File: config.mk
export PLATFORM = sky130hd
export DESIGN_NAME = uart_tx
export DESIGN_NICKNAME = d
export VERILOG_FILES = /design/src/periph_pkg.sv /design/src/uart_tx.sv
export SDC_FILE = /design/constraint.sdc
export NUM_CORES = 1
export LEC_CHECK = 0
export BUFFER_PORTS_ARGS = -buffer_cell sky130_fd_sc_hd__buf_2
export CELL_PAD_IN_SITES_DETAIL_PLACEMENT = 2
export CELL_PAD_IN_SITES_GLOBAL_PLACEMENT = 2
export CORE_ASPECT_RATIO = 0.75
export CORE_MARGIN = 1
export CORE_UTILIZATION = 42
export DETAILED_ROUTE_END_ITERATION = 16
export PLACE_DENSITY_LB_ADDON = 0.1
export SETUP_SLACK_MARGIN = 0.15
export SLEW_MARGIN = 15
export SYNTH_ARGS = -nofsm -noshare
export SYNTH_HDL_FRONTEND = slang
export SYNTH_SLANG_ARGS = --single-unit
File: constraint.sdc
create_clock -name clk -period 5.77 [get_ports clk]
set_clock_uncertainty 0.15 [all_clocks]
set_input_delay 0.2885 -clock clk [delete_from_list [all_inputs] [get_ports clk]]
set_output_delay 0.2885 -clock clk [all_outputs]
set_load 0.05 [all_outputs]
File: src/periph_pkg.sv
package periph_pkg;

   // UART register offsets, low address nibble
   typedef enum logic [3:0] {
      TXDATA  = 4'h0,
      STATUS  = 4'h4,
      DIVISOR = 4'h8
   } type_uart_reg_e;

   // CLINT register offsets, low 16 address bits
   typedef enum logic [15:0] {
      MSIP        = 16'h0000,
      MTIMECMP_LO = 16'h4000,
      MTIMECMP_HI = 16'h4004,
      MTIME_LO    = 16'hBFF8,
      MTIME_HI    = 16'hBFFC
   } type_clint_reg_e;

   // 8N1 transmitter states
   typedef enum logic [1:0] {
      IDLE  = 2'b00,
      START = 2'b01,
      DATA  = 2'b10,
      STOP  = 2'b11
   } type_uart_tx_state_e;

endpackage : periph_pkg

File: src/uart_tx.sv
module uart_tx import periph_pkg::*; (
   input  logic        clk,
   input  logic        reset_i,
   input  logic        start_i,
   input  logic [7:0]  data_i,
   input  logic [15:0] divisor_i,
   output logic        busy_o,
   output logic        tx_o
);

   type_uart_tx_state_e state;
   logic [15:0]         baud_cnt;
   logic [15:0]         div_q;      // Divisor held for the whole frame
   logic [2:0]          bit_cnt;
   logic [7:0]          shift;
   logic                bit_done;

   assign bit_done = (baud_cnt == div_q - 16'd1);
   assign busy_o   = (state != IDLE);

   always_ff @(posedge clk) begin
      if (reset_i) begin
         state    <= IDLE;
         tx_o     <= 1'b1;   // Line idles high
         baud_cnt <= '0;
         bit_cnt  <= '0;
      end else begin
         baud_cnt <= bit_done ? '0 : baud_cnt + 16'd1;
         case (state)
            IDLE: begin
               baud_cnt <= '0;
               if (start_i) begin
                  state <= START;
                  tx_o  <= 1'b0;   // Start bit
               end
            end
            START: if (bit_done) begin
               state   <= DATA;
               bit_cnt <= '0;
               tx_o    <= shift[0];   // LSB first
            end
            DATA: if (bit_done) begin
               if (bit_cnt == 3'd7) begin
                  state <= STOP;
                  tx_o  <= 1'b1;
               end else begin
                  bit_cnt <= bit_cnt + 3'd1;
                  tx_o    <= shift[1];
               end
            end
            STOP: if (bit_done) state <= IDLE;
            default: state <= IDLE;
         endcase
      end
   end

   // Frame payload, loaded on start and shifted per data bit
   always_ff @(posedge clk) begin
      if (state == IDLE && start_i) begin
         shift <= data_i;
         div_q <= divisor_i;
      end else if (state == DATA && bit_done) begin
         shift <= shift >> 1;
      end
   end

endmodule : uart_tx

==> out/summary.txt <==
Die Area = 6778 um^2
Synth Warn # = 0
Power density cells = 353.9 nW/um^2
Tcrit/Tclk final = 0.6737
Uppermost routed layer = met4
Synth Flop Type = edfxtp_1
Synth unique cells = 56
Critical Path Max Stage Delay = 0.90 ns
Hold_ws = 0.007043 ns
CTS tree = built
Iter 0 DRT Violations = 110
Clk buf depth = 2
Detailed-route via count = 1999
Comb pwr share = 0.340
Drt drc = 0
Pre-antenna DRT Iters = 4
Setup_tns = 0 ns
Clock Power Share = 0.227
Post-detail-place hpwl = 5398 um
Setup Fix Bufs, Post-CTS = 0
Post-synth top area share = 0.2661
Worst Path Max Fanout = 16
Fillers = 613
Htree depth = 2
Psw = 0.4120 mW
Worst setup SP type = flop
Synth Cell Area = 2709 um^2
Status = finished, final reports clean
Largest net degree at the start of global routing = 17
Critical Path Slowest Stage Cell = or3_1
Power, Total = 1.084 mW
Switching share of power = 0.3801
Worst slew pin tran = 1.106 ns
Asr flop ratio synth = 0
Routability congestion estimate = 0.7834
Vias in the first global route = 2178
Yosys reg bits = 46
Hold depth = 1
PortBufs = 28
Root Driver = clkbuf_8
Internal reg-to-reg setup slack = 1.88 ns
Area added between synthesis and finish = 13.07%
# clock sinks = 46
Gr ovfl total = 0
Worst r2r src = div_q[0]
Vias per inst = 5.522
Place WS = 1.874 ns
CP Cell Sequence = inv_1 -> ha_1 -> nor4b_4 -> nand3_1 -> xnor2_1 -> a2111oi_4 -> nand4_1 -> nor3_4 -> or3_1 -> nor2_1
Num CTS Buffers = 5
I/O pin total = 29
Sequential Power Share = 0.433
Die Span Y = 71.55 um
Max-cap violations = 0
Final setup vio count = 0
Row count = 24
Hold_sp = divisor_i[13]
Final WS setup = 1.883 ns
Gr usage total = 0.2309
Slew Viols, Final = 0
Post-Syn Instances = 249
Unrepaired setup endpoints after global routing = no
Pint = 0.6719 mW
CP endpoint kind = flop
Initial antenna violation count = 0
Final hold viol count = 0
Slew HR = 0.2628
ANT nets after route = 0
DR WL met3 = 207 um
Initial Utilization = 0.4510
Metal-1 WL = 3562 um
Achievable Freq = 257.3 MHz
Leakage = 1.101 nW
Top cell type by total area after synthesis = edfxtp_1
First-pass GRT wire length = 11450 um
Core area = 6006 um^2
Mean Syn Cell Area = 10.88 um^2
R2R Path End = baud_cnt[4]
Hold Path End = div_q[13]
FF-to-FF path depth = 10
Layout cells sized above 1 = 0.2324
Crit Path Class = flop to flop
Syn Nets = 285
ANT cells = 0
Critical path required time = 5.78 ns
EDFF count, synth = 24
VDD IR max = 0.1634 mV
Top post-synthesis cells by area = edfxtp_1, dfxtp_1, xnor2_1
Nets = 319
Worst skew pair latency = 0.31 ns
Final Critical Period = 3.887 ns
Drt total wl = 7205 um
Reg clk slew, reported paths = 0.10 ns
Met2 routed WL = 3339 um
Seq/Total Area, Yosys = 0.4286
Min-delay worst type = input port to flop
Die X = 94.74 um
Drt wl/cell = 19.90 um
WP data arrival = 3.89 ns
worst max-delay path: cells and delay by family (launching register included):
| kind | cells | cell delay [ns] |
|---|---|---|
| xor gates and xnor gates | 1 | 0.20 |
| and+or+nand+nor | 6 | 2.18 |
| buffers and inverters | 1 | 0.09 |
| DFF | 1 | 0.48 |
| adders and majority gates | 1 | 0.38 |
| AOI/OAI and AO/OA | 1 | 0.24 |
cells in the mapped netlist (2+ instances only):
master and count:
xor2_1 17, nor3_1 4, buf_2 2, nor2_2 2, a311oi_1 2, nand2_1 10
nand2b_1 2, and4_1 2, nor2_1 23, xor2_2 2, inv_1 11, xnor2_1 18
mux2_2 7, clkbuf_1 3, buf_6 2, nand3_1 14, or3_1 2, nor2_4 8
ha_1 9, dfxtp_1 22, a31oi_1 4, and2_1 3, a21oi_1 5, nand4_1 9
o21ai_1 2, edfxtp_1 24, nor3_4 2, and3_1 6, o21ai_0 4, a211oi_1 2
cell families (layout without fill, tap and decap cells):
family / Yosys count / in the layout / share of synthesized area
buffers and inverters: 19 / 54 / 0.03880
AOI/OAI and AO/OA: 33 / 33 / 0.1025
xor gates and xnor gates: 37 / 37 / 0.1252
muxes: 8 / 8 / 0.03280
and+or+nand+nor: 97 / 97 / 0.2305
DFF: 46 / 46 / 0.4286
adders and majority gates: 9 / 9 / 0.04157
state kept, by name, summed over array words and instances (netlist names):
name	count
baud_cnt	16
bit_cnt	3
div_q	16
shift	8
state	2
tx_o	1
layout by cell type, fill, tap and decap left out, drive strengths merged, types with 7 or more instances in the layout:
| master | count |
|---|---|
| xnor2 | 18 |
| xor2 | 19 |
| buf | 28 |
| mux2 | 7 |
| ha | 9 |
| nand3 | 14 |
| edfxtp | 24 |
| dlygate4sd3 | 7 |
| nand2 | 10 |
| nand4 | 9 |
| inv | 11 |
| dfxtp | 22 |
| nor2 | 33 |
power by group through the flow:
stage / logic, mW / clock network, mW / registers, mW
2_1_floorplan: 0.276 / 0 / 0.468
3_3_place_gp: 0.343 / 0 / 0.472
3_5_place_dp: 0.361 / 0 / 0.476
4_1_cts: 0.368 / 0.251 / 0.469
5_1_grt: 0.403 / 0.265 / 0.476
6_report: 0.368 / 0.246 / 0.469
repair_timing:
action                                 CTS  global route
resized for setup                        0             0
endpoints found under the hold margin    5             2
hold buffers                             5             2
cell type report:
type                       count  area (um^2)  share of cell area
multi-input combinational    184         1443              0.4710
inverter                      11        41.29             0.01348
sequential                    46         1161              0.3791
clock buffer                   6        72.57             0.02369
clock inverter                 2        37.54             0.01225
timing repair buffer          35        210.2             0.06863
tap                           78        97.59             0.03186
routing by layer:
layer / vias to the layer above / global-route usage
met1: 991 / 0.3246
li1: 969 / -
met3: 10 / 0.03715
met2: 29 / 0.3693
met4: 0 / 0.06229
met5: - / 0
through the flow:
step | cell area, um^2 | cells | util
global route | 3063 | 362 | 0.5100
finish | 3063 | 362 | 0.5100
detailed placement | 2883 | 347 | 0.4800
floorplan | 2709 | 249 | -
CTS | 3043 | 360 | 0.5067
global placement | 2883 | 347 | 0.4800
worst max-delay path by stage:
stage	to	cells after the start	from
detailed placement	baud_cnt[3]	10	div_q[0]
global route	baud_cnt[15]	10	div_q[0]
CTS	baud_cnt[4]	10	div_q[0]
global placement	baud_cnt[4]	10	div_q[0]
floorplan	shift[0]	11	div_q[0]
finish	baud_cnt[4]	10	div_q[0]
No activity file was read; power rests on OpenSTA's default activity.
