## src/dbus_config.svh

```systemverilog
`ifndef DBUS_CONFIG_SVH
`define DBUS_CONFIG_SVH

// Data bus address width
`define DBUS_ADDR_WIDTH    32

// Device select field in the top nibble
`define DEV_SEL_ADDR_HIGH  31
`define DEV_SEL_ADDR_LOW   28

// Device field values for each slave
`define DMEM_ADDR_MATCH    4'h8
`define UART_ADDR_MATCH    4'h9
`define CLINT_ADDR_MATCH   4'h2

// Data memory size in 32-bit words
`define DMEM_DEPTH         256

// UART baud divisor after reset, in clock cycles per bit
`define UART_DIV_RESET     16'd16

`endif // DBUS_CONFIG_SVH

```

## src/dbus_pkg.sv

```systemverilog
`include "dbus_config.svh"

package dbus_pkg;

   // Store width requested by the LSU
   typedef enum logic [1:0] {
      ST_OPS_NONE = 2'b00,
      ST_OPS_SB   = 2'b01,
      ST_OPS_SH   = 2'b10,
      ST_OPS_SW   = 2'b11
   } type_st_ops_e;

   // LSU request, store data still right aligned
   typedef struct packed {
      logic [`DBUS_ADDR_WIDTH-1:0] addr;
      logic [31:0]                 w_data;
      type_st_ops_e                st_ops;
      logic                        ld_req;
      logic                        st_req;
   } type_lsu2dbus_s;

   // Request as seen by every slave
   typedef struct packed {
      logic [`DBUS_ADDR_WIDTH-1:0] addr;
      logic [31:0]                 w_data;   // Lane placed
      logic [3:0]                  sel_byte;
      logic                        w_en;
   } type_dbus2peri_s;

   typedef struct packed {
      logic [31:0] r_data;
      logic        ack;
   } type_peri2dbus_s;

   // Core side response, same layout as the slave response
   typedef struct packed {
      logic [31:0] r_data;
      logic        ack;
   } type_dbus2lsu_s;

endpackage : dbus_pkg

```

## src/periph_pkg.sv

```systemverilog
package periph_pkg;

   // UART register offsets, low address nibble
   typedef enum logic [3:0] {
      TXDATA  = 4'h0,
      STATUS  = 4'h4,
      DIVISOR = 4'h8
   } type_uart_reg_e;

   // CLINT register offsets, low 16 address bits
   typedef enum logic [15:0] {
      MSIP        = 16'h0000,
      MTIMECMP_LO = 16'h4000,
      MTIMECMP_HI = 16'h4004,
      MTIME_LO    = 16'hBFF8,
      MTIME_HI    = 16'hBFFC
   } type_clint_reg_e;

   // 8N1 transmitter states
   typedef enum logic [1:0] {
      IDLE  = 2'b00,
      START = 2'b01,
      DATA  = 2'b10,
      STOP  = 2'b11
   } type_uart_tx_state_e;

endpackage : periph_pkg

```

## src/clint_timer.sv

```systemverilog
module clint_timer import dbus_pkg::*, periph_pkg::*; (
   input  logic            clk,
   input  logic            reset_i,
   input  logic            sel_i,
   input  type_dbus2peri_s dbus2peri_i,
   output type_peri2dbus_s clint2dbus_o,
   output logic            timer_irq_o,
   output logic            soft_irq_o
);

   type_clint_reg_e reg_sel;
   logic            access;
   logic            wr;
   logic            ack;
   logic [31:0]     r_data;
   logic [63:0]     mtime;
   logic [63:0]     mtimecmp;

   // Merge the enabled lanes of a write into a register word
   function automatic logic [31:0] merge_bytes(input logic [31:0] cur,
                                               input logic [31:0] wdata,
                                               input logic [3:0]  mask);
      logic [31:0] res;
      res = cur;
      for (int i = 0; i < 4; i++) begin
         if (mask[i]) res[8*i +: 8] = wdata[8*i +: 8];
      end
      return res;
   endfunction

   assign reg_sel = type_clint_reg_e'(dbus2peri_i.addr[15:0]);
   assign access  = sel_i & ~ack;
   assign wr      = access & dbus2peri_i.w_en;

   always_ff @(posedge clk) begin
      if (reset_i) begin
         ack         <= 1'b0;
         mtime       <= '0;
         mtimecmp    <= '1;     // No timer interrupt out of reset
         soft_irq_o  <= 1'b0;
         timer_irq_o <= 1'b0;
      end else begin
         ack         <= access;
         timer_irq_o <= (mtime >= mtimecmp);   // One cycle behind mtime
         // A write to mtime takes the place of the increment
         if (wr && reg_sel == MTIME_LO) begin
            mtime[31:0] <= merge_bytes(mtime[31:0], dbus2peri_i.w_data, dbus2peri_i.sel_byte);
         end else if (wr && reg_sel == MTIME_HI) begin
            mtime[63:32] <= merge_bytes(mtime[63:32], dbus2peri_i.w_data, dbus2peri_i.sel_byte);
         end else begin
            mtime <= mtime + 64'd1;
         end
         if (wr && reg_sel == MTIMECMP_LO) begin
            mtimecmp[31:0] <= merge_bytes(mtimecmp[31:0], dbus2peri_i.w_data,
                                          dbus2peri_i.sel_byte);
         end
         if (wr && reg_sel == MTIMECMP_HI) begin
            mtimecmp[63:32] <= merge_bytes(mtimecmp[63:32], dbus2peri_i.w_data,
                                           dbus2peri_i.sel_byte);
         end
         if (wr && reg_sel == MSIP && dbus2peri_i.sel_byte[0]) soft_irq_o <= dbus2peri_i.w_data[0];
      end
   end

   always_ff @(posedge clk) begin
      if (access) begin
         case (reg_sel)
            MSIP:        r_data <= {31'b0, soft_irq_o};
            MTIMECMP_LO: r_data <= mtimecmp[31:0];
            MTIMECMP_HI: r_data <= mtimecmp[63:32];
            MTIME_LO:    r_data <= mtime[31:0];
            MTIME_HI:    r_data <= mtime[63:32];
            default:     r_data <= '0;
         endcase
      end
   end

   assign clint2dbus_o.r_data = r_data;
   assign clint2dbus_o.ack    = ack;

endmodule : clint_timer

```

## config.mk

```make
export PLATFORM = sky130hd
export DESIGN_NAME = clint_timer
export DESIGN_NICKNAME = d
export VERILOG_FILES = /design/src/dbus_pkg.sv /design/src/periph_pkg.sv /design/src/clint_timer.sv
export VERILOG_INCLUDE_DIRS = /design/src /design/src/src
export SDC_FILE = /design/constraint.sdc
export NUM_CORES = 1
export LEC_CHECK = 0
export BUFFER_PORTS_ARGS = -buffer_cell sky130_fd_sc_hd__clkbuf_2
export CAP_MARGIN = 20
export CELL_PAD_IN_SITES_DETAIL_PLACEMENT = 0
export CELL_PAD_IN_SITES_GLOBAL_PLACEMENT = 1
export CORE_MARGIN = 2
export CORE_UTILIZATION = 35
export DETAILED_ROUTE_END_ITERATION = 10
export GPL_TIMING_DRIVEN = 0
export PLACE_DENSITY = 0.76
export SLEW_MARGIN = 20
export SYNTH_ARGS = -nofsm -noshare
export SYNTH_HDL_FRONTEND = slang
export SYNTH_SLANG_ARGS = --single-unit
```

## constraint.sdc

```tcl
create_clock -name clk -period 4.5 [get_ports clk]
set_input_delay 0 -clock clk [delete_from_list [all_inputs] [get_ports clk]]
set_output_delay 0 -clock clk [all_outputs]
set_load 0.05 [all_outputs]
```

==> reports/results.txt <==
status: finished clean
final RePlAce weighted congestion: 0.9621
Min-Delay Path Depth: 5
#FFs+latches synth: 163
Post-Route WL: 41230 um
die height: 174.5 um
Final Hold Fails: 0
CTS buffer count: 17
worst reg2reg endpoint: mtime[60]$_SDFFE_PP0P_
met3 routed WL: 2641 um
most frequent cell after synthesis: nand2_1
worst-case reg-to-reg path depth: 7
io pins: 107
clock sink count: 163
Worst Tran Pin Value: 1.114 ns
Pre-antenna DRT Iters: 7
Diodes inserted: 0
Post-synth ARST share: 0
area leader, netlist: dfxtp_1
Critical path origin: ack$_SDFF_PP0_
reg-to-reg slack, setup: 1.06 ns
initial antenna violation count: 0
slew margin rel.: 0.2576
Rows: 62
post-synthesis cell area: 10170 um^2
multi-input combinational cell area: 6012 um^2
leakage: 5.207 nW
nets@finish: 1502
register area: 3583 um^2
clk root buf: clkbuf_16
vias per std cell: 5.974
GRT Overall Usage: 0.2681
post-route ant nets: 0
area share of the leading cell type in the synthesized netlist: 0.2578
Final Core Density: 0.4224
leading cell types by count after synthesis: nand2_1, dfxtp_1, inv_1
Reg-to-Reg Start: ack$_SDFF_PP0_
Final Cell Area: 12090 um^2
number of global-route vias before repair: 9926
sequential-to-total area share from yosys stat: 0.3522
Max Fclk: 290.6 MHz
WP data arrival: 3.80 ns
number of synthesized flops with an enable pin: 32
main area contributors after synthesis: dfxtp_1, edfxtp_1, ha_1
WL/cell: 23.40 um
number of post-CTS setup repair buffers: 0
syn_nets: 1359
Placed Cells: 1696
fin crit share: 0.7647
RSZ-0062 raised after global routing: false
Core Area: 28630 um^2
Critical Path End Type: register
initial DRC count: 1172
post-synthesis area per instance: 8.325 um^2
Die ar.: 30450 um^2
clock-pin slew on the worst setup and hold paths: 0.07 ns
WS Path Type: register to register
max_cap viols: 0
fraction of layout cells with a size suffix above 1: 0.1110
Starting Density: 0.3554
Hold Path Class: input pin to register
port bufs: 89
first-pass GRT wire length: 61300 um
residual DRC count: 0
endpoints failing setup: 0
largest net degree at the start of global routing: 20
ys flop type: dfxtp_1
DR WL met2: 18890 um
H-tree depth: 4
pwr dens: 279.3 nW/um^2
synth unique cells: 74
Hold Crit Start: dbus2peri_i[51]
Min-Delay Endpoint: soft_irq_o$_SDFFE_PP0P_
area delta synth->final: 18.85%
max-slew violations: 0
Post-Synthesis Cells: 1222
max layer used: met4
Setup Skew: 0.008946 ns
Final Critical Period: 3.441 ns
Fillers: 2938
M1 WL: 18090 um
Post-Layout Cell Count: 1762
Die X: 174.5 um
dpl cell area: 11140 um^2
PnR Total Power: 0.003378 W
GRT overflow: 0
Ys Warns: 0
clk_lat worst skew: 0.44 ns
via count: 10.53k
Clock Path Buffers: 2
worst vdd ir: 0.2472 mV
CP Max Fanout: 10
Data required, critical path: 4.86 ns
TritonCTS clock tree: yes
HPWL Detailed: 30240 um
Critical Path Start Type: register
state kept, by name, indices dropped and copies added, names as in the netlist:
name         cells
r_data          32
timer_irq_o      1
mtime           64
mtimecmp        64
soft_irq_o       1
ack              1
how the worst max path moves through the flow:
stage	slack [ns]	endpoint	cells after the start
3_3_place_gp	-0.67	mtime[7]$_SDFFE_PP0P_	7
6_report	1.06	mtime[60]$_SDFFE_PP0P_	7
3_5_place_dp	1.20	mtime[60]$_SDFFE_PP0P_	7
2_1_floorplan	1.30	mtime[7]$_SDFFE_PP0P_	7
5_1_grt	0.97	mtime[57]$_SDFFE_PP0P_	7
4_1_cts	1.18	mtime[60]$_SDFFE_PP0P_	7
stage by stage:
stage	setup WS [ns]	hold WS (ns)	TNS (ns)
2_1_floorplan	1.304	0.1242	0
3_3_place_gp	-0.6721	0.3013	-13.56
3_5_place_dp	1.201	0.2979	0
4_1_cts	1.185	0.007820	0
5_1_grt	0.9748	0.04404	0
6_report	1.059	0.01171	0
worst max-delay path, cell delays in order, from the launching register on:
cell and delay (ns):
dfxtp_1 0.34, nand3b_2 0.50, nor2_1 0.80, nand2_1 0.34, clkbuf_1 0.42, nor3_1 0.67, o21ai_0 0.18, o21ai_0 0.10
layout by cell type, fill, tap and decap left out, types with 34 or more instances in the layout:
cell / count
o22ai_1: 35
inv_1: 79
ha_1: 65
nor3_1: 45
o211ai_1: 68
a21oi_1: 70
clkbuf_1: 52
nor2_1: 40
nand3_1: 49
clkbuf_2: 93
nand4_1: 35
o21ai_0: 43
dfxtp_1: 131
nand2_1: 172
mux2i_1: 73
dlygate4sd3_1: 34
timing repair:
item                                   in CTS  in global routing
endpoints found under the hold margin     104                  0
hold buffers                               34                  0
setup endpoints to repair                   0                  0
resized for setup                           0                  0
layout make-up:
class,count,share of cell area
buffer,71,0.02432
inverter,79,0.02452
sequential,163,0.2964
tap,384,0.03974
clock inverter,11,0.01252
multi-input combinational,909,0.4972
timing repair buffer,124,0.06726
clock buffer,21,0.03808
routing by layer:
layer / vias up / track usage
met1: 5088 / 0.3583
met2: 476 / 0.4347
li1: 4874 / -
met3: 89 / 0.03631
met5: - / 0
met4: 0 / 0.1132
kinds of logic (layout without fill, tap and decap cells):
| group | count (synthesis) | in the layout | share of synthesized area |
|---|---|---|---|
| XOR/XNOR | 5 | 5 | 0.004304 |
| AND/OR/NAND/NOR | 445 | 445 | 0.2259 |
| AO/OA/AOI/OAI | 319 | 319 | 0.2060 |
| buffers and inverters | 150 | 306 | 0.05756 |
| adder cells (fa/ha/maj) | 65 | 65 | 0.07994 |
| multiplexers | 75 | 75 | 0.07404 |
| flip-flops | 163 | 163 | 0.3522 |
where the power goes:
group	internal, W	switching, W
clock	0.000908	0.000675
combinational	0.0000873	0.000199
sequential	0.00150	0.00000772
total	0.00250	0.000881
(Power assumes the default switching activity.)
