$ cat config.mk
export PLATFORM = sky130hd
export DESIGN_NAME = dbus_interconnect
export DESIGN_NICKNAME = d
export VERILOG_FILES = /design/src/dbus_pkg.sv /design/src/dbus_interconnect.sv
export VERILOG_INCLUDE_DIRS = /design/src /design/src/src
export SDC_FILE = /design/constraint.sdc
export NUM_CORES = 1
export LEC_CHECK = 0
export ABC_AREA = 0
export BUFFER_PORTS_ARGS = -buffer_cell sky130_fd_sc_hd__buf_2
export CAP_MARGIN = 20
export CORE_AREA = 3 3 104 106
export DETAILED_ROUTE_END_ITERATION = 12
export DIE_AREA = 0 0 107 109
export GPL_ROUTABILITY_DRIVEN = 0
export MAX_ROUTING_LAYER = met4
export PLACE_DENSITY = 0.7
export SYNTH_ARGS = -nofsm -noshare
export SYNTH_HDL_FRONTEND = slang
export SYNTH_SLANG_ARGS = --single-unit
$ cat constraint.sdc
create_clock -name vclk -period 1.53
set_clock_uncertainty 0.2 [all_clocks]
set_input_delay 0 -clock vclk [all_inputs]
set_output_delay 0 -clock vclk [all_outputs]
set_load 0.03 [all_outputs]
$ cat src/dbus_config.svh
`ifndef DBUS_CONFIG_SVH
`define DBUS_CONFIG_SVH

// Data bus address width
`define DBUS_ADDR_WIDTH    32

// Device select field in the top nibble
`define DEV_SEL_ADDR_HIGH  31
`define DEV_SEL_ADDR_LOW   28

// Device field values for each slave
`define DMEM_ADDR_MATCH    4'h8
`define UART_ADDR_MATCH    4'h9
`define CLINT_ADDR_MATCH   4'h2

// Data memory size in 32-bit words
`define DMEM_DEPTH         256

// UART baud divisor after reset, in clock cycles per bit
`define UART_DIV_RESET     16'd16

`endif // DBUS_CONFIG_SVH

$ cat src/dbus_pkg.sv
`include "dbus_config.svh"

package dbus_pkg;

   // Store width requested by the LSU
   typedef enum logic [1:0] {
      ST_OPS_NONE = 2'b00,
      ST_OPS_SB   = 2'b01,
      ST_OPS_SH   = 2'b10,
      ST_OPS_SW   = 2'b11
   } type_st_ops_e;

   // LSU request, store data still right aligned
   typedef struct packed {
      logic [`DBUS_ADDR_WIDTH-1:0] addr;
      logic [31:0]                 w_data;
      type_st_ops_e                st_ops;
      logic                        ld_req;
      logic                        st_req;
   } type_lsu2dbus_s;

   // Request as seen by every slave
   typedef struct packed {
      logic [`DBUS_ADDR_WIDTH-1:0] addr;
      logic [31:0]                 w_data;   // Lane placed
      logic [3:0]                  sel_byte;
      logic                        w_en;
   } type_dbus2peri_s;

   typedef struct packed {
      logic [31:0] r_data;
      logic        ack;
   } type_peri2dbus_s;

   // Core side response, same layout as the slave response
   typedef struct packed {
      logic [31:0] r_data;
      logic        ack;
   } type_dbus2lsu_s;

endpackage : dbus_pkg

$ cat src/dbus_interconnect.sv
`include "dbus_config.svh"

module dbus_interconnect import dbus_pkg::*; (
   input  logic            clk,
   input  logic            reset_i,
   input  type_lsu2dbus_s  lsu2dbus_i,
   output type_dbus2lsu_s  dbus2lsu_o,     // Response to the LSU
   input  type_peri2dbus_s dmem2dbus_i,
   input  type_peri2dbus_s uart2dbus_i,
   input  type_peri2dbus_s clint2dbus_i,
   output logic            dmem_sel_o,
   output logic            uart_sel_o,
   output logic            clint_sel_o,
   output type_dbus2peri_s dbus2peri_o     // Shared request to all slaves
);

   logic [`DBUS_ADDR_WIDTH-1:0] bus_addr;
   logic [3:0]                  dev_field;
   logic                        bus_req;
   logic                        dmem_sel;
   logic                        uart_sel;
   logic                        clint_sel;
   logic [31:0]                 lane_data;
   logic [3:0]                  lane_mask;

   assign bus_addr  = lsu2dbus_i.addr;
   assign dev_field = bus_addr[`DEV_SEL_ADDR_HIGH:`DEV_SEL_ADDR_LOW];
   assign bus_req   = lsu2dbus_i.ld_req | lsu2dbus_i.st_req;

   // Store data moved to the lanes picked by the low address bits
   always_comb begin
      lane_data = '0;
      lane_mask = 4'b0000;
      case (lsu2dbus_i.st_ops)
         ST_OPS_SB: begin
            lane_data[8*bus_addr[1:0] +: 8] = lsu2dbus_i.w_data[7:0];
            lane_mask[bus_addr[1:0]]        = 1'b1;
         end
         ST_OPS_SH: begin
            if (bus_addr[1]) begin
               lane_data[31:16] = lsu2dbus_i.w_data[15:0];
               lane_mask        = 4'b1100;
            end else begin
               lane_data[15:0] = lsu2dbus_i.w_data[15:0];
               lane_mask       = 4'b0011;
            end
         end
         ST_OPS_SW: begin
            lane_data = lsu2dbus_i.w_data;
            lane_mask = 4'b1111;
         end
         default: begin   // Loads carry no mask
            lane_data = '0;
            lane_mask = 4'b0000;
         end
      endcase
   end

   // Device decode, dmem first then clint then uart
   always_comb begin
      dmem_sel  = 1'b0;
      clint_sel = 1'b0;
      uart_sel  = 1'b0;
      if (bus_req) begin
         if (dev_field == `DMEM_ADDR_MATCH) begin
            dmem_sel = 1'b1;
         end else if (dev_field == `CLINT_ADDR_MATCH) begin
            clint_sel = 1'b1;
         end else if (dev_field == `UART_ADDR_MATCH) begin
            uart_sel = 1'b1;
         end
      end
   end

   assign dbus2peri_o.addr     = bus_addr;
   assign dbus2peri_o.w_data   = lane_data;
   assign dbus2peri_o.sel_byte = lane_mask;
   assign dbus2peri_o.w_en     = lsu2dbus_i.st_req;

   assign dmem_sel_o  = dmem_sel;
   assign uart_sel_o  = uart_sel;
   assign clint_sel_o = clint_sel;

   // Unmapped or idle returns all zeros, so no ack
   always_comb begin
      if (dmem_sel) begin
         dbus2lsu_o = type_dbus2lsu_s'(dmem2dbus_i);
      end else if (clint_sel) begin
         dbus2lsu_o = type_dbus2lsu_s'(clint2dbus_i);
      end else if (uart_sel) begin
         dbus2lsu_o = type_dbus2lsu_s'(uart2dbus_i);
      end else begin
         dbus2lsu_o = '0;
      end
   end

endmodule : dbus_interconnect

==> impl_metrics.tcl, run 1 <==
set metrics [dict create \
    rsz0062_at_grt "true" \
    p_leak_nw 1.93 \
    dp.cells 627 \
    portBuffers 220 \
    hold_path_startpoint "lsu2dbus_i[66]" \
    num-fill-cells 1015 \
    viasPerCell 4.94 \
    multi_input_area_um2 1720 \
    path_max_fanout 3 \
    slew_headroom 0.685 \
    nets 700 \
    ir_drop_mv 0.201 \
    grt_pass1_vias 2984 \
    top_layer_used "met4" \
    path_common_cell "buf_4" \
    cap_viol_max_count 0 \
    tightest_slew_ns 0.473 \
    route.met2.wl_um 5960 \
    critPathLaunch "lsu2dbus_i[37]" \
    arrival_ns 1.36 \
    fin_util 0.383 \
    rows 36 \
    fp.dieArea_um2 11700 \
    vias 3247 \
    overflow 0 \
    nClkBuffers 0 \
    dpl_cell_area_um2 3250 \
    synth_cell_type_count 32 \
    wl_met3_um 882 \
    hold_viol_final 0 \
    layout_min_cycle_time_ns 1.56 \
    max_freq_mhz 642 \
    initial_core_util 0.213 \
    flops_and_latches 0 \
    seq_area_frac_synth 0 \
    end_kind "output port" \
    status "complete, but fails checks" \
    total_power_w 0.00119 \
    grt_pass1_wl_um 15600 \
    syn-mean-instance-area_um2 6.75 \
    hold_path_depth 2 \
    dp_hpwl_um 8620 \
    syn_inst 311 \
    coreArea_um2 9860 \
    syn-num-nets 487 \
    die-height_um 109 \
    drt_iter0_markers 294 \
    critPathSlowestCell "or2_4" \
    seq_area_um2 0 \
    grt_max_degree 69 \
    layout.cells.non_filler 657 \
    maxSlewViolCount 0 \
    max_stage_delay_ns 0.26 \
    drive_above_1_share 0.542 \
    drt_wl_total_um 11400 \
    yosys_warnings 0 \
    criticalPathCategory "in2out" \
    drtPass1Iterations 4 \
    antenna_found_initial 0 \
    io_pins 274 \
    design_area_um2 3780 \
    area_growth_pct 79.8 \
    start_kind "input port" \
    syn-cell-area_um2 2100 \
    setup_viol_count_final 3 \
    drc 0 \
    period_share 1.02 \
    violations "negative setup slack" \
    met1Wirelength_um 4450 \
    wl_per_cell_um 17.4 \
    die_w_um 107 \
    gr-usage-all-layers 0.169 \
    path_cells "buf_8, inv_6, ha_4, or2_4, buf_4, nor3_4, buf_4, a22o_2, buf_2" \
    cp.required_ns 1.33 \
    ant_nets 0 \
    hold_class "in2out" \
    setup_slack_ns -0.0274 \
    power_density_nw_per_um2 315 \
]
-- power breakdown --
group	switching (W)	internal [W]	leakage, nW
clock	0	0.000000000175	0.0000127
sequential	0	0	0
combinational	0.000708	0.000482	1.93
-- layout make-up --
type	instances	share of cell area
inverters	37	0.0394
repair buffers	277	0.459
well taps	133	0.0441
multi-input cells	208	0.456
diodes	2	0.00132
-- path summary, 6_finish.rpt --
kind / to / slack (ns)
worst max-delay path: dbus2peri_o[15] / -0.03
worst min-delay path: dbus2peri_o[67] / 0.07
-- repair_timing --
action | in CTS | in global routing
setup buffers | 0 | 2
cloned | 0 | 0
hold buffers | 26 | 0
setup endpoints to repair | 29 | 39
gates resized for setup | 16 | 53
pin swaps | 3 | 5
endpoints found under the hold margin | 26 | 0
-- cell families (layout without fill, tap and decap cells) --
logic type,count (synthesis),in the layout,synth area share
AND/OR/NAND/NOR,93,93,0.277
other,0,2,0
buffers and inverters,103,314,0.262
AO/OA/AOI/OAI,108,108,0.419
adder cells (fa/ha/maj),7,7,0.0417
-- placed cells by master (no fill, tap or decap), drive strengths merged, types with 2 or more instances in the layout --
master and count:
buf 250, inv 36, nand3b 34, nor3 34, o22a 33, a211oi 33, dlygate4sd3 26, a22o 18
and2 8, ha 7, a22oi 6, a21o 6, o2bb2ai 6, nand2 5, nor2 3, diode 2
o21bai 2, o21ai 2
-- worst max-delay path: cells and delay by family --
kind / cells / cell delay (ns)
buffers and inverters: 5 / 0.64
AND/OR/NAND/NOR: 2 / 0.44
adder cells (fa/ha/maj): 1 / 0.15
AO/OA/AOI/OAI: 1 / 0.13
-- cell usage after synthesis --
| master | n | area, um^2 |
|---|---|---|
| nand3b_1 | 34 | 255 |
| a22oi_1 | 6 | 45.0 |
| nand2b_4 | 1 | 13.8 |
| buf_1 | 2 | 7.51 |
| a211oi_1 | 33 | 248 |
| inv_1 | 36 | 135 |
| nor2b_1 | 1 | 6.26 |
| clkbuf_1 | 24 | 90.1 |
| or3_1 | 1 | 6.26 |
| nor4_2 | 1 | 12.5 |
| o211a_1 | 1 | 10.0 |
| o2bb2ai_1 | 6 | 52.6 |
| nand3_1 | 1 | 5.00 |
| ha_1 | 7 | 87.6 |
| or2_2 | 1 | 6.26 |
| o32ai_1 | 1 | 8.76 |
| a22o_1 | 18 | 158 |
| nor4b_1 | 1 | 8.76 |
| a21o_1 | 6 | 45.0 |
| clkinv_1 | 1 | 3.75 |
| nor3_1 | 34 | 170 |
| o21ai_0 | 2 | 10.0 |
| buf_6 | 5 | 56.3 |
| buf_4 | 33 | 248 |
| nand4b_1 | 1 | 8.76 |
| nand2_1 | 5 | 18.8 |
| o22a_1 | 33 | 289 |
| o21bai_1 | 2 | 15.0 |
| and2_1 | 8 | 50.1 |
| and3b_1 | 1 | 8.76 |
| buf_2 | 2 | 10.0 |
| nor2_1 | 3 | 11.3 |
-- metal layers --
layer / vias up / track usage
met3: 14 / 0.0136
li1: 1552 / -
met2: 205 / 0.311
met5: - / -
met1: 1476 / 0.210
met4: 0 / 0.0155
-- through the flow --
step	hold slack, ns	setup WS (ns)	setup TNS [ns]
2_1_floorplan	-0.0683	-0.0574	-0.521
6_report	0.0727	-0.0274	-0.0544
4_1_cts	0.0727	0.0102	0
3_3_place_gp	-0.200	-0.108	-1.99
5_1_grt	0.0811	-0.0765	-0.816
3_5_place_dp	-0.200	-0.147	-2.41
(Power assumes the default switching activity.)
==> run 2, diff against run 1 <==
--- a/config.mk
+++ b/config.mk
@@ -13,7 +13,6 @@
 export DETAILED_ROUTE_END_ITERATION = 12
 export DIE_AREA = 0 0 107 109
 export GPL_ROUTABILITY_DRIVEN = 0
-export MAX_ROUTING_LAYER = met4
 export PLACE_DENSITY = 0.7
 export SYNTH_ARGS = -nofsm -noshare
 export SYNTH_HDL_FRONTEND = slang
==> impl_metrics.tcl, run 2 (synthesis gave the netlist of run 1 again) <==
set metrics [dict create \
    maxSlewViolCount 0 \
    grt_pass1_vias 2978 \
    portBuffers 220 \
    period_share 1.01 \
    coreArea_um2 9860 \
    flops_and_latches 0 \
    grt_pass1_wl_um 15700 \
    layout_min_cycle_time_ns 1.54 \
    wl_per_cell_um 17.5 \
    grt_max_degree 69 \
    io_pins 274 \
    arrival_ns 1.34 \
    seq_area_um2 0 \
    criticalPathCategory "in2out" \
    rows 36 \
    hold_viol_final 0 \
    route.met2.wl_um 5950 \
    end_kind "output port" \
    drtPass1Iterations 4 \
    met1Wirelength_um 4420 \
    ant_nets 0 \
    gr-usage-all-layers 0.165 \
    layout_commonest_cell "buf_2" \
    vias 3235 \
    num-fill-cells 1015 \
    nets 700 \
    drive_above_1_share 0.542 \
    drt_wl_total_um 11500 \
    critPathLaunch "lsu2dbus_i[37]" \
    drt_iter0_markers 242 \
    area_growth_pct 79.8 \
    status "complete, but fails checks" \
    nClkBuffers 0 \
    start_kind "input port" \
    layout_common_cells "buf_2, inv_1, nand3b_1" \
    initial_core_util 0.213 \
    cap_viol_max_count 0 \
    tightest_slew_ns 0.468 \
    slew_headroom 0.688 \
    top_layer_used "met4" \
    antenna_found_initial 0 \
    max_freq_mhz 647 \
    rsz0062_at_grt "true" \
    drc 0 \
    setup_viol_count_final 3 \
    fp.dieArea_um2 11700 \
    wl_met3_um 957 \
    power_density_nw_per_um2 315 \
    dp_hpwl_um 8620 \
    total_power_w 0.00119 \
    multi_input_area_um2 1720 \
    die_w_um 107 \
    path_max_fanout 3 \
    setup_slack_ns -0.0148 \
    cp-endpoint "dbus2peri_o[15]" \
    violations "negative setup slack" \
    overflow 0 \
    cp.required_ns 1.33 \
    layout.cells.non_filler 657 \
    dp.cells 627 \
    p_leak_nw 1.93 \
    hold_class "in2out" \
    viasPerCell 4.92 \
    die-height_um 109 \
    ir_drop_mv 0.202 \
]
[run 2: cell counts in the layout (fill, tap and decap cells not counted)]
No cell type changed its count.
[run 2: routing by layer]
metal / GRT usage / vias up
met5: 0 / -
met4: 0.0155 / 0
met3: 0.0195 / 12
met2: 0.311 / 192
met1: 0.208 / 1481
li1: - / 1550
[run 2: worst max-delay path: stages]
cell and delay (ns):
buf_8 0.08, inv_6 0.04, ha_4 0.15, or2_4 0.26, buf_4 0.16, nor3_4 0.18, buf_4 0.16, a22o_2 0.13
buf_2 0.18
[run 2: how the worst min path moves through the flow]
stage / startpoint / to / slack, ns / cells past startpoint
final: lsu2dbus_i[66] / dbus2peri_o[67] / 0.07 / 2
after global routing: lsu2dbus_i[66] / dbus2peri_o[67] / 0.08 / 2
after floorplan: lsu2dbus_i[0] / dbus2peri_o[0] / -0.07 / 1
after CTS: lsu2dbus_i[66] / dbus2peri_o[67] / 0.07 / 2
after detailed placement: lsu2dbus_i[60] / dbus2peri_o[61] / -0.20 / 0
after global placement: lsu2dbus_i[60] / dbus2peri_o[61] / -0.20 / 0
[run 2: timing repair]
item	CTS	global route
pin swaps	3	5
resized for setup	16	53
setup buffers	0	2
cloned	0	0
hold buffers	26	0
setup endpoints to repair	29	39
hold endpoints to repair	26	0
[run 2: area by class of cell]
class                           instances  area share
Timing Repair Buffer                  277       0.459
Multi-Input combinational cell        208       0.456
Antenna cell                            2     0.00132
Inverter                               37      0.0394
Tap cell                              133      0.0441
[run 2: power by group]
group / internal, W / switching (W)
clock: 0.000000000175 / 0
combinational: 0.000482 / 0.000709
sequential: 0 / 0
[run 2: stage by stage]
stage,hold slack (ns),cell area (um^2),TNS (ns),utilization,worst slack [ns]
4_1_cts,0.0727,3560,0,0.361,0.0102
5_1_grt,0.0811,3770,-0.710,0.382,-0.0723
6_report,0.0727,3780,-0.0254,0.383,-0.0148
2_1_floorplan,-0.0683,2140,-0.521,-,-0.0574
3_3_place_gp,-0.200,3250,-1.99,0.329,-0.108
3_5_place_dp,-0.200,3250,-2.41,0.329,-0.147
