<file path="config.mk">
export PLATFORM = sky130hd
export DESIGN_NAME = uart_regs
export DESIGN_NICKNAME = d
export VERILOG_FILES = /design/src/dbus_pkg.sv /design/src/periph_pkg.sv /design/src/uart_regs.sv
export VERILOG_INCLUDE_DIRS = /design/src /design/src/src
export SDC_FILE = /design/constraint.sdc
export NUM_CORES = 1
export LEC_CHECK = 0
export BUFFER_PORTS_ARGS = -buffer_cell sky130_fd_sc_hd__buf_4
export CAP_MARGIN = 40
export CORE_MARGIN = 2
export CORE_UTILIZATION = 40
export DETAILED_ROUTE_END_ITERATION = 10
export MAX_ROUTING_LAYER = met4
export PLACE_DENSITY = 0.79
export SLEW_MARGIN = 10
export SYNTH_ARGS = -nofsm -noshare
export SYNTH_HDL_FRONTEND = slang
export SYNTH_SLANG_ARGS = --single-unit
export TNS_END_PERCENT = 100
</file>
<file path="constraint.sdc">
create_clock -name clk -period 2.6 [get_ports clk]
set_input_delay 0.52 -clock clk [delete_from_list [all_inputs] [get_ports clk]]
set_output_delay 0.52 -clock clk [all_outputs]
set_load 0.005 [all_outputs]
</file>
<file path="src/dbus_config.svh">
`ifndef DBUS_CONFIG_SVH
`define DBUS_CONFIG_SVH

// Data bus address width
`define DBUS_ADDR_WIDTH    32

// Device select field in the top nibble
`define DEV_SEL_ADDR_HIGH  31
`define DEV_SEL_ADDR_LOW   28

// Device field values for each slave
`define DMEM_ADDR_MATCH    4'h8
`define UART_ADDR_MATCH    4'h9
`define CLINT_ADDR_MATCH   4'h2

// Data memory size in 32-bit words
`define DMEM_DEPTH         256

// UART baud divisor after reset, in clock cycles per bit
`define UART_DIV_RESET     16'd16

`endif // DBUS_CONFIG_SVH

</file>
<file path="src/dbus_pkg.sv">
`include "dbus_config.svh"

package dbus_pkg;

   // Store width requested by the LSU
   typedef enum logic [1:0] {
      ST_OPS_NONE = 2'b00,
      ST_OPS_SB   = 2'b01,
      ST_OPS_SH   = 2'b10,
      ST_OPS_SW   = 2'b11
   } type_st_ops_e;

   // LSU request, store data still right aligned
   typedef struct packed {
      logic [`DBUS_ADDR_WIDTH-1:0] addr;
      logic [31:0]                 w_data;
      type_st_ops_e                st_ops;
      logic                        ld_req;
      logic                        st_req;
   } type_lsu2dbus_s;

   // Request as seen by every slave
   typedef struct packed {
      logic [`DBUS_ADDR_WIDTH-1:0] addr;
      logic [31:0]                 w_data;   // Lane placed
      logic [3:0]                  sel_byte;
      logic                        w_en;
   } type_dbus2peri_s;

   typedef struct packed {
      logic [31:0] r_data;
      logic        ack;
   } type_peri2dbus_s;

   // Core side response, same layout as the slave response
   typedef struct packed {
      logic [31:0] r_data;
      logic        ack;
   } type_dbus2lsu_s;

endpackage : dbus_pkg

</file>
<file path="src/periph_pkg.sv">
package periph_pkg;

   // UART register offsets, low address nibble
   typedef enum logic [3:0] {
      TXDATA  = 4'h0,
      STATUS  = 4'h4,
      DIVISOR = 4'h8
   } type_uart_reg_e;

   // CLINT register offsets, low 16 address bits
   typedef enum logic [15:0] {
      MSIP        = 16'h0000,
      MTIMECMP_LO = 16'h4000,
      MTIMECMP_HI = 16'h4004,
      MTIME_LO    = 16'hBFF8,
      MTIME_HI    = 16'hBFFC
   } type_clint_reg_e;

   // 8N1 transmitter states
   typedef enum logic [1:0] {
      IDLE  = 2'b00,
      START = 2'b01,
      DATA  = 2'b10,
      STOP  = 2'b11
   } type_uart_tx_state_e;

endpackage : periph_pkg

</file>
<file path="src/uart_regs.sv">
`include "dbus_config.svh"

module uart_regs import dbus_pkg::*, periph_pkg::*; (
   input  logic            clk,
   input  logic            reset_i,
   input  logic            sel_i,
   input  type_dbus2peri_s dbus2peri_i,
   output type_peri2dbus_s uart2dbus_o,
   input  logic            busy_i,
   output logic            tx_start_o,
   output logic [7:0]      tx_data_o,
   output logic [15:0]     divisor_o
);

   type_uart_reg_e reg_sel;
   logic           access;
   logic           wr;
   logic           ack;
   logic [31:0]    r_data;

   assign reg_sel = type_uart_reg_e'(dbus2peri_i.addr[3:0]);
   assign access  = sel_i & ~ack;
   assign wr      = access & dbus2peri_i.w_en;

   always_ff @(posedge clk) begin
      if (reset_i) begin
         ack        <= 1'b0;
         tx_start_o <= 1'b0;
         divisor_o  <= `UART_DIV_RESET;
      end else begin
         ack        <= access;
         tx_start_o <= wr & (reg_sel == TXDATA) & ~busy_i;   // Dropped while busy
         if (wr && reg_sel == DIVISOR) begin
            if (dbus2peri_i.sel_byte[0]) divisor_o[7:0]  <= dbus2peri_i.w_data[7:0];
            if (dbus2peri_i.sel_byte[1]) divisor_o[15:8] <= dbus2peri_i.w_data[15:8];
         end
      end
   end

   // Byte handed to the transmitter
   always_ff @(posedge clk) begin
      if (wr && reg_sel == TXDATA && !busy_i) tx_data_o <= dbus2peri_i.w_data[7:0];
   end

   always_ff @(posedge clk) begin
      if (access) begin
         case (reg_sel)
            TXDATA:  r_data <= {24'b0, tx_data_o};
            STATUS:  r_data <= {31'b0, busy_i};
            DIVISOR: r_data <= {16'b0, divisor_o};
            default: r_data <= '0;
         endcase
      end
   end

   assign uart2dbus_o.r_data = r_data;
   assign uart2dbus_o.ack    = ack;

endmodule : uart_regs

</file>
==> results of run 1 <==
[area by class of cell]
cell class / instances / area [µm²]
inverters: 2 / 7.51
clock inverters: 1 / 30.0
fillers: 387 / 1930
flip-flops and latches: 42 / 1080
multi-input cells: 92 / 584
well taps: 52 / 65.1
repair buffers: 73 / 548
clock buffers: 7 / 76.3
[registers in the layout, indices dropped and copies added (netlist names)]
name / flops
ack: 1
divisor_o: 16
r_data: 16
tx_data_o: 8
tx_start_o: 1
[metal layers]
layer	vias to the layer above	wire, µm	global-route usage, %	part of all wire, %
met1	681	1760	23.1	41
met4	0	69	6.92	1.6
met2	55	2160	27.0	50
li1	669	-	-	-
met5	-	0	-	0
met3	5	287	3.13	6.7
[synthesized netlist by cell type (2+ instances only)]
master / instances / area, µm²
inv_1: 2 / 7.51
nor2b_1: 3 / 18.8
clkbuf_1: 8 / 30.0
nand3b_1: 3 / 22.5
o31ai_1: 16 / 120
a22o_1: 7 / 61.3
buf_4: 17 / 128
dfxtp_1: 18 / 360
and2_1: 8 / 50.1
nand4_1: 16 / 100
buf_2: 3 / 15.0
edfxtp_1: 24 / 721
a21oi_1: 15 / 75.1
[cells by family (layout without fill, tap and decap cells)]
| group | after synthesis | after routing |
|---|---|---|
| AND/OR/NAND/NOR | 36 | 36 |
| flip-flops | 42 | 42 |
| other | 1 | 16 |
| AO/OA/AOI/OAI | 39 | 39 |
| buffers and inverters | 31 | 83 |
| multiplexers | 1 | 1 |
[worst max-delay path: cells and delay by family]
family          cells  cell delay [ps]
compound gates      2              460
buf+inv             1              130
simple gates        1              840
[power groups by stage]
| stage | combinational, W | clock (W) | sequential [W] |
|---|---|---|---|
| global route | 0.000123 | 0.000529 | 0.000721 |
| finish | 0.000113 | 0.000507 | 0.000720 |
| floorplan | 0.0000602 | 0 | 0.000737 |
| global placement | 0.000111 | 0 | 0.000734 |
| CTS | 0.000113 | 0.000509 | 0.000720 |
| detailed placement | 0.000112 | 0 | 0.000735 |
[path summary, 6_finish.rpt]
path	start	endpoint	slack (ps)	cells after the start
worst min-delay path	dbus2peri_i[7]	tx_data_o[2]	410	1
worst min register to register	divisor_o[13]	divisor_o[13]	480	2
worst max-delay path	dbus2peri_i[39]	divisor_o[1]	830	4
worst max register to register	ack	tx_data_o[6]	1190	4
[metrics by stage]
step	worst slack (ps)	hold WS (ps)	utilization, %
after floorplan	410	469	-
after global routing	719	405	55.3
after detailed placement	542	471	52.9
after global placement	550	467	52.9
after CTS	848	403	55.3
final	826	406	55.3
==> reports/results.tsv, run 1 <==
stage	metric	value	unit
sta	Worst-Margin Slew	619	ps
floorplan	die area	5040	µm²
pwr	clock power share	37.8	%
logic_synthesis	area share of fa/ha/maj cells after synthesis	0	%
sta	Final Hold Vio Count	0	
logic_synthesis	Synth Area in XOR/XNOR	0	%
setup_path	crit path launch type	primary input	
route	1st-pass router iterations	4	
sta	relative slew slack	58.8	%
pwr	pwr dens	560	nW/µm²
floorplan	Starting Density	41.5	%
sta	RSZ-0062 raised after global routing	no	
global_route	initial antenna violation count	0	
sta	post-layout min period	1770	ps
logic_synthesis	sequential fraction of the synthesis area	60.3	%
clock_network	Clk pin slew, worst setup/hold paths	80	ps
logic_synthesis	Post-Synthesis Cells	150	
clock_network	cts hold-fix bufs	0	
clock_network	H-tree Lvls	2	
global_route	grt total ovfl	0	
logic_synthesis	dominant synthesized flop cell	edfxtp_1	
placed_design	GP Congestion	0.717	
pwr	switching part of the total	21.3	%
placed_design	Post-Place Cell Area	2290	µm²
flow_run	Max Cap Viol	0	
route	via count	1410	
cells_and_area	area grow syn2layout	33.3	%
clock_network	Clock Sinks	42	
global_route	vias in the first global route	1301	
sta	Max Slew Vio Count	0	
clock_network	Post-CTS Setup Bufs	0	
cells_and_area	nets@finish	289	
logic_synthesis	Synth Area in Simple Gates	13.6	%
route	Remaining DRCs	0	
global_route	largest net degree at the start of global routing	32	
logic_synthesis	Netlist cell types	23	
logic_synthesis	mux cell area share after synthesis	0.558	%
setup_path	CP max stage delay	840	ps
min_path	Hold Crit Class	primary input to register	
clock_network	clk_lat worst skew	300	ps
clock_network	total CTS buffers	5	
clock_network	TritonCTS clock tree	done	
pwr	Leakage	0.967	nW
pwr	sequential power share	53.7	%
setup_path	Arr. time, crit path	1950	ps
pwr	Combinational Power Share	8.5	%
placed_design	Placed Instances	261	
floorplan	num ports	131	
global_route	first-pass GRT wire length	6660	µm
setup_path	CP Capture Type	register	
route	antenna-violating nets left	0	
logic_synthesis	Syn Std Cell Area	1790	µm²
logic_synthesis	number of flops mapped to enable cells by yosys	24	
pwr	switching power	0.000285	W
clock_network	post_cts resized	0	
route	routed len/inst	15.9	µm
outcome	status	finished clean	
logic_synthesis	Yosys warning count	0	
route	routed vias/inst	5.24	
floorplan	Die Y	71.0	µm
pwr	Pint	0.00105	W
floorplan	die width	71.0	µm
route	drt initial violations	162	
sta	Final setup viols	0	
placed_design	HPWL Detailed	2930	µm
cells_and_area	most frequent cells in the layout	73 x buf_4, 24 x edfxtp_1, 18 x dfxtp_1	
logic_synthesis	async set-or-reset flop fraction in the synthesized netlist	0	%
cells_and_area	layout cell share with drive strength beyond 1	37.3	%
logic_synthesis	main combinational cell family by area after synthesis	compound AO/OA/AOI/OAI gates	
logic_synthesis	Synth Register Bits	42	
pwr	Final Total Pwr	0.00134	W
placed_design	Port-buffer cells	68	
sta	clk_skew	7.49	ps
cells_and_area	most common cell after layout, fill and taps aside	buf_4	
cells_and_area	fin area	2390	µm²
route	DRT Wirelength	4280	µm
setup_path	CP max stage cell	or4b_1	
setup_path	CP cell instances	buf_4, or4b_1, o31ai_1, a21oi_1	
setup_path	Req. time, crit path	2770	ps
clock_network	CTS root buffer	clkbuf_8	
logic_synthesis	complex-gate fraction of the synthesized area	14.7	%
cells_and_area	ant diodes	0	
sta	fin crit share	68.2	%
floorplan	core area	4320	µm²
setup_path	critical-path maximum fanout	16	
sta	Max Fclk	564	MHz
global_route	Global Route Usage Sum	17.5	%
logic_synthesis	synthesized area per cell	12.0	µm²
sta	Fin Setup TNS	0	ps
cells_and_area	fin cells	269	
clock_network	CTS max path bufs	2	
setup_path	Crit Path Category	primary input to register	
floorplan	row count	24	
pwr	VDD IR-drop max	285	µV
Note: power is estimated with default switching activity, not from simulation.
==> run 2, diff against run 1 <==
- clock period: 2.6 -> 1.7 ns (I/O delays scaled with it)
==> run 2 against run 1 <==
  * First-iteration DRC count decreased by 23%
  * Via count increased by 1.8%
  * Sequential power increased by 53%
  * Design area increased by 1.7%
  * Core utilization increased by 0.95 points
  * Critical path type unchanged
  * Wire length increased by 0.37%
  * Sequential share of layout area decreased by 0.77 points
  * Setup slack got worse by 540 ps
  * Combinational power increased by 58%
  * Count of clock-buffer cells in the layout unchanged
  * Critical path depth increased by 1
  * Power increased by 52%
==> reports/results.tsv, run 2 (synthesis results as in run 1) <==
stage	metric	value	unit	change
outcome	status	finished clean		
clock_network	CTS root buffer	clkbuf_8		
sta	clk_skew	9.19	ps	+1.70 ps
floorplan	row count	24		unchanged
clock_network	post_cts resized	0		unchanged
cells_and_area	nets@finish	293		+1.4%
placed_design	Post-Place Cell Area	2330	µm²	+1.8%
pwr	pwr dens	838	nW/µm²	+50%
sta	post-layout min period	1410	ps	
floorplan	Die Y	71.0	µm	unchanged
global_route	grt total ovfl	0		unchanged
floorplan	die area	5040	µm²	unchanged
floorplan	core area	4320	µm²	unchanged
clock_network	total CTS buffers	5		unchanged
floorplan	num ports	131		unchanged
cells_and_area	most frequent cells in the layout	77 x buf_4, 24 x edfxtp_1, 18 x dfxtp_1		
setup_path	Arr. time, crit path	1590	ps	-360 ps
clock_network	Post-CTS Setup Bufs	0		unchanged
clock_network	H-tree Lvls	2		unchanged
setup_path	crit path launch type	primary input		
sta	RSZ-0062 raised after global routing	no		
placed_design	Port-buffer cells	68		unchanged
sta	hold slack	228	ps	-178 ps
sta	Fin Setup TNS	0	ps	unchanged
cells_and_area	area grow syn2layout	35.6	%	
clock_network	CTS max path bufs	2		unchanged
route	antenna-violating nets left	0		unchanged
setup_path	Crit Path Category	primary input to register		
global_route	first-pass GRT wire length	6720	µm	+0.93%
route	routed len/inst	15.7	µm	-1.1%
cells_and_area	fill count	378		-2.3%
clock_network	cts hold-fix bufs	0		unchanged
clock_network	Clk pin slew, worst setup/hold paths	80	ps	about the same
global_route	vias in the first global route	1320		+1.5%
route	drt initial violations	124		-23%
clock_network	clk_lat worst skew	290	ps	about the same
sta	Max Fclk	708	MHz	
global_route	grt met2 use	26.2	%	-0.83 points
sta	fin crit share	83.0	%	
sta	Max Slew Vio Count	0		unchanged
route	1st-pass router iterations	5		+1
cells_and_area	Regs by FF count	divisor_o: 16 flops, r_data: 16 flops, tx_data_o: 8 flops		
setup_path	Req. time, crit path	1880	ps	-890 ps
min_path	Hold Crit Class	primary input to register		
cells_and_area	layout cell share with drive strength beyond 1	38.9	%	+1.6 points
pwr	VDD IR-drop max	334	µV	+17%
route	DRT Wirelength	4300	µm	+0.37%
cells_and_area	most common cell after layout, fill and taps aside	buf_4		
sta	Final setup viols	0		unchanged
route	Remaining DRCs	0		unchanged
global_route	largest net degree at the start of global routing	19		-41%
pwr	Leakage	0.995	nW	+2.9%
global_route	Global Route Usage Sum	17.4	%	-0.19 points
route	via count	1436		+1.8%
clock_network	Clock Sinks	42		unchanged
setup_path	CP Capture Type	register		
cells_and_area	fin area	2430	µm²	+1.7%
flow_run	Max Cap Viol	0		unchanged
setup_path	critical-path maximum fanout	16		unchanged
global_route	grt peak-use layer	met2		
global_route	GR Util met1	23.3	%	+0.13 points
global_route	met3 usage	4.42	%	+1.3 points
placed_design	HPWL Detailed	3000	µm	+2.4%
global_route	initial antenna violation count	0		unchanged
floorplan	Starting Density	41.5	%	unchanged
route	routed vias/inst	5.26		+0.35%
cells_and_area	ant diodes	0		unchanged
clock_network	TritonCTS clock tree	done		
floorplan	die width	71.0	µm	unchanged
placed_design	GP Congestion	0.763		+6.5%
sta	Final Hold Vio Count	0		unchanged
[run 2: cell types whose count changed in the layout (fill, tap and decap cells not counted)]
cell | previous run | this run
nor3b_1 | 1 | 0
nor3b_4 | 0 | 1
buf_4 | 73 | 77
[run 2: worst paths after layout]
path | slack, ps | cells past startpoint | end | startpoint
min reg2reg | 480 | 2 | divisor_o[10] | divisor_o[10]
max reg2reg | 440 | 4 | divisor_o[3] | ack
max | 290 | 5 | divisor_o[3] | dbus2peri_i[39]
min | 230 | 1 | tx_data_o[2] | dbus2peri_i[7]
[run 2: power breakdown]
group / total, W / internal, W / switching, W
Clock: 0.000760 / 0.000439 / 0.000321
Sequential: 0.00110 / 0.00109 / 0.00000724
Combinational: 0.000179 / 0.0000834 / 0.0000957
[run 2: final cells by class]
class / count / area (µm²) / share of cell area, %
repair buffers: 77 / 578 / 23.8
well taps: 52 / 65.1 / 2.67
flip-flops and latches: 42 / 1080 / 44.4
inverters: 2 / 7.51 / 0.308
clock buffers: 7 / 76.3 / 3.14
multi-input cells: 92 / 596 / 24.5
clock inverters: 1 / 30.0 / 1.23
[run 2: metal layers]
metal	up-vias	part of all wire (%)	wire length (µm)
li1	682	-	-
met1	683	43	1850
met2	64	48	2070
met3	7	7.1	303
met4	0	1.6	69
met5	-	0	0
[run 2: critical path, stage by stage]
cell	delay, ps
buf_4	140
or4b_1	520
buf_4	220
o31ai_1	280
a21oi_1	100
[run 2: per-stage QoR]
step / total power (W) / instances / utilization [%] / setup WS (ps)
after floorplan: 0.00122 / 165 / - / 59.1
after global placement: 0.00130 / 265 / 53.8 / 29.3
after detailed placement: 0.00130 / 265 / 53.8 / 28.3
after CTS: 0.00205 / 273 / 56.3 / 316
after global routing: 0.00210 / 273 / 56.3 / 214
final: 0.00204 / 273 / 56.3 / 288
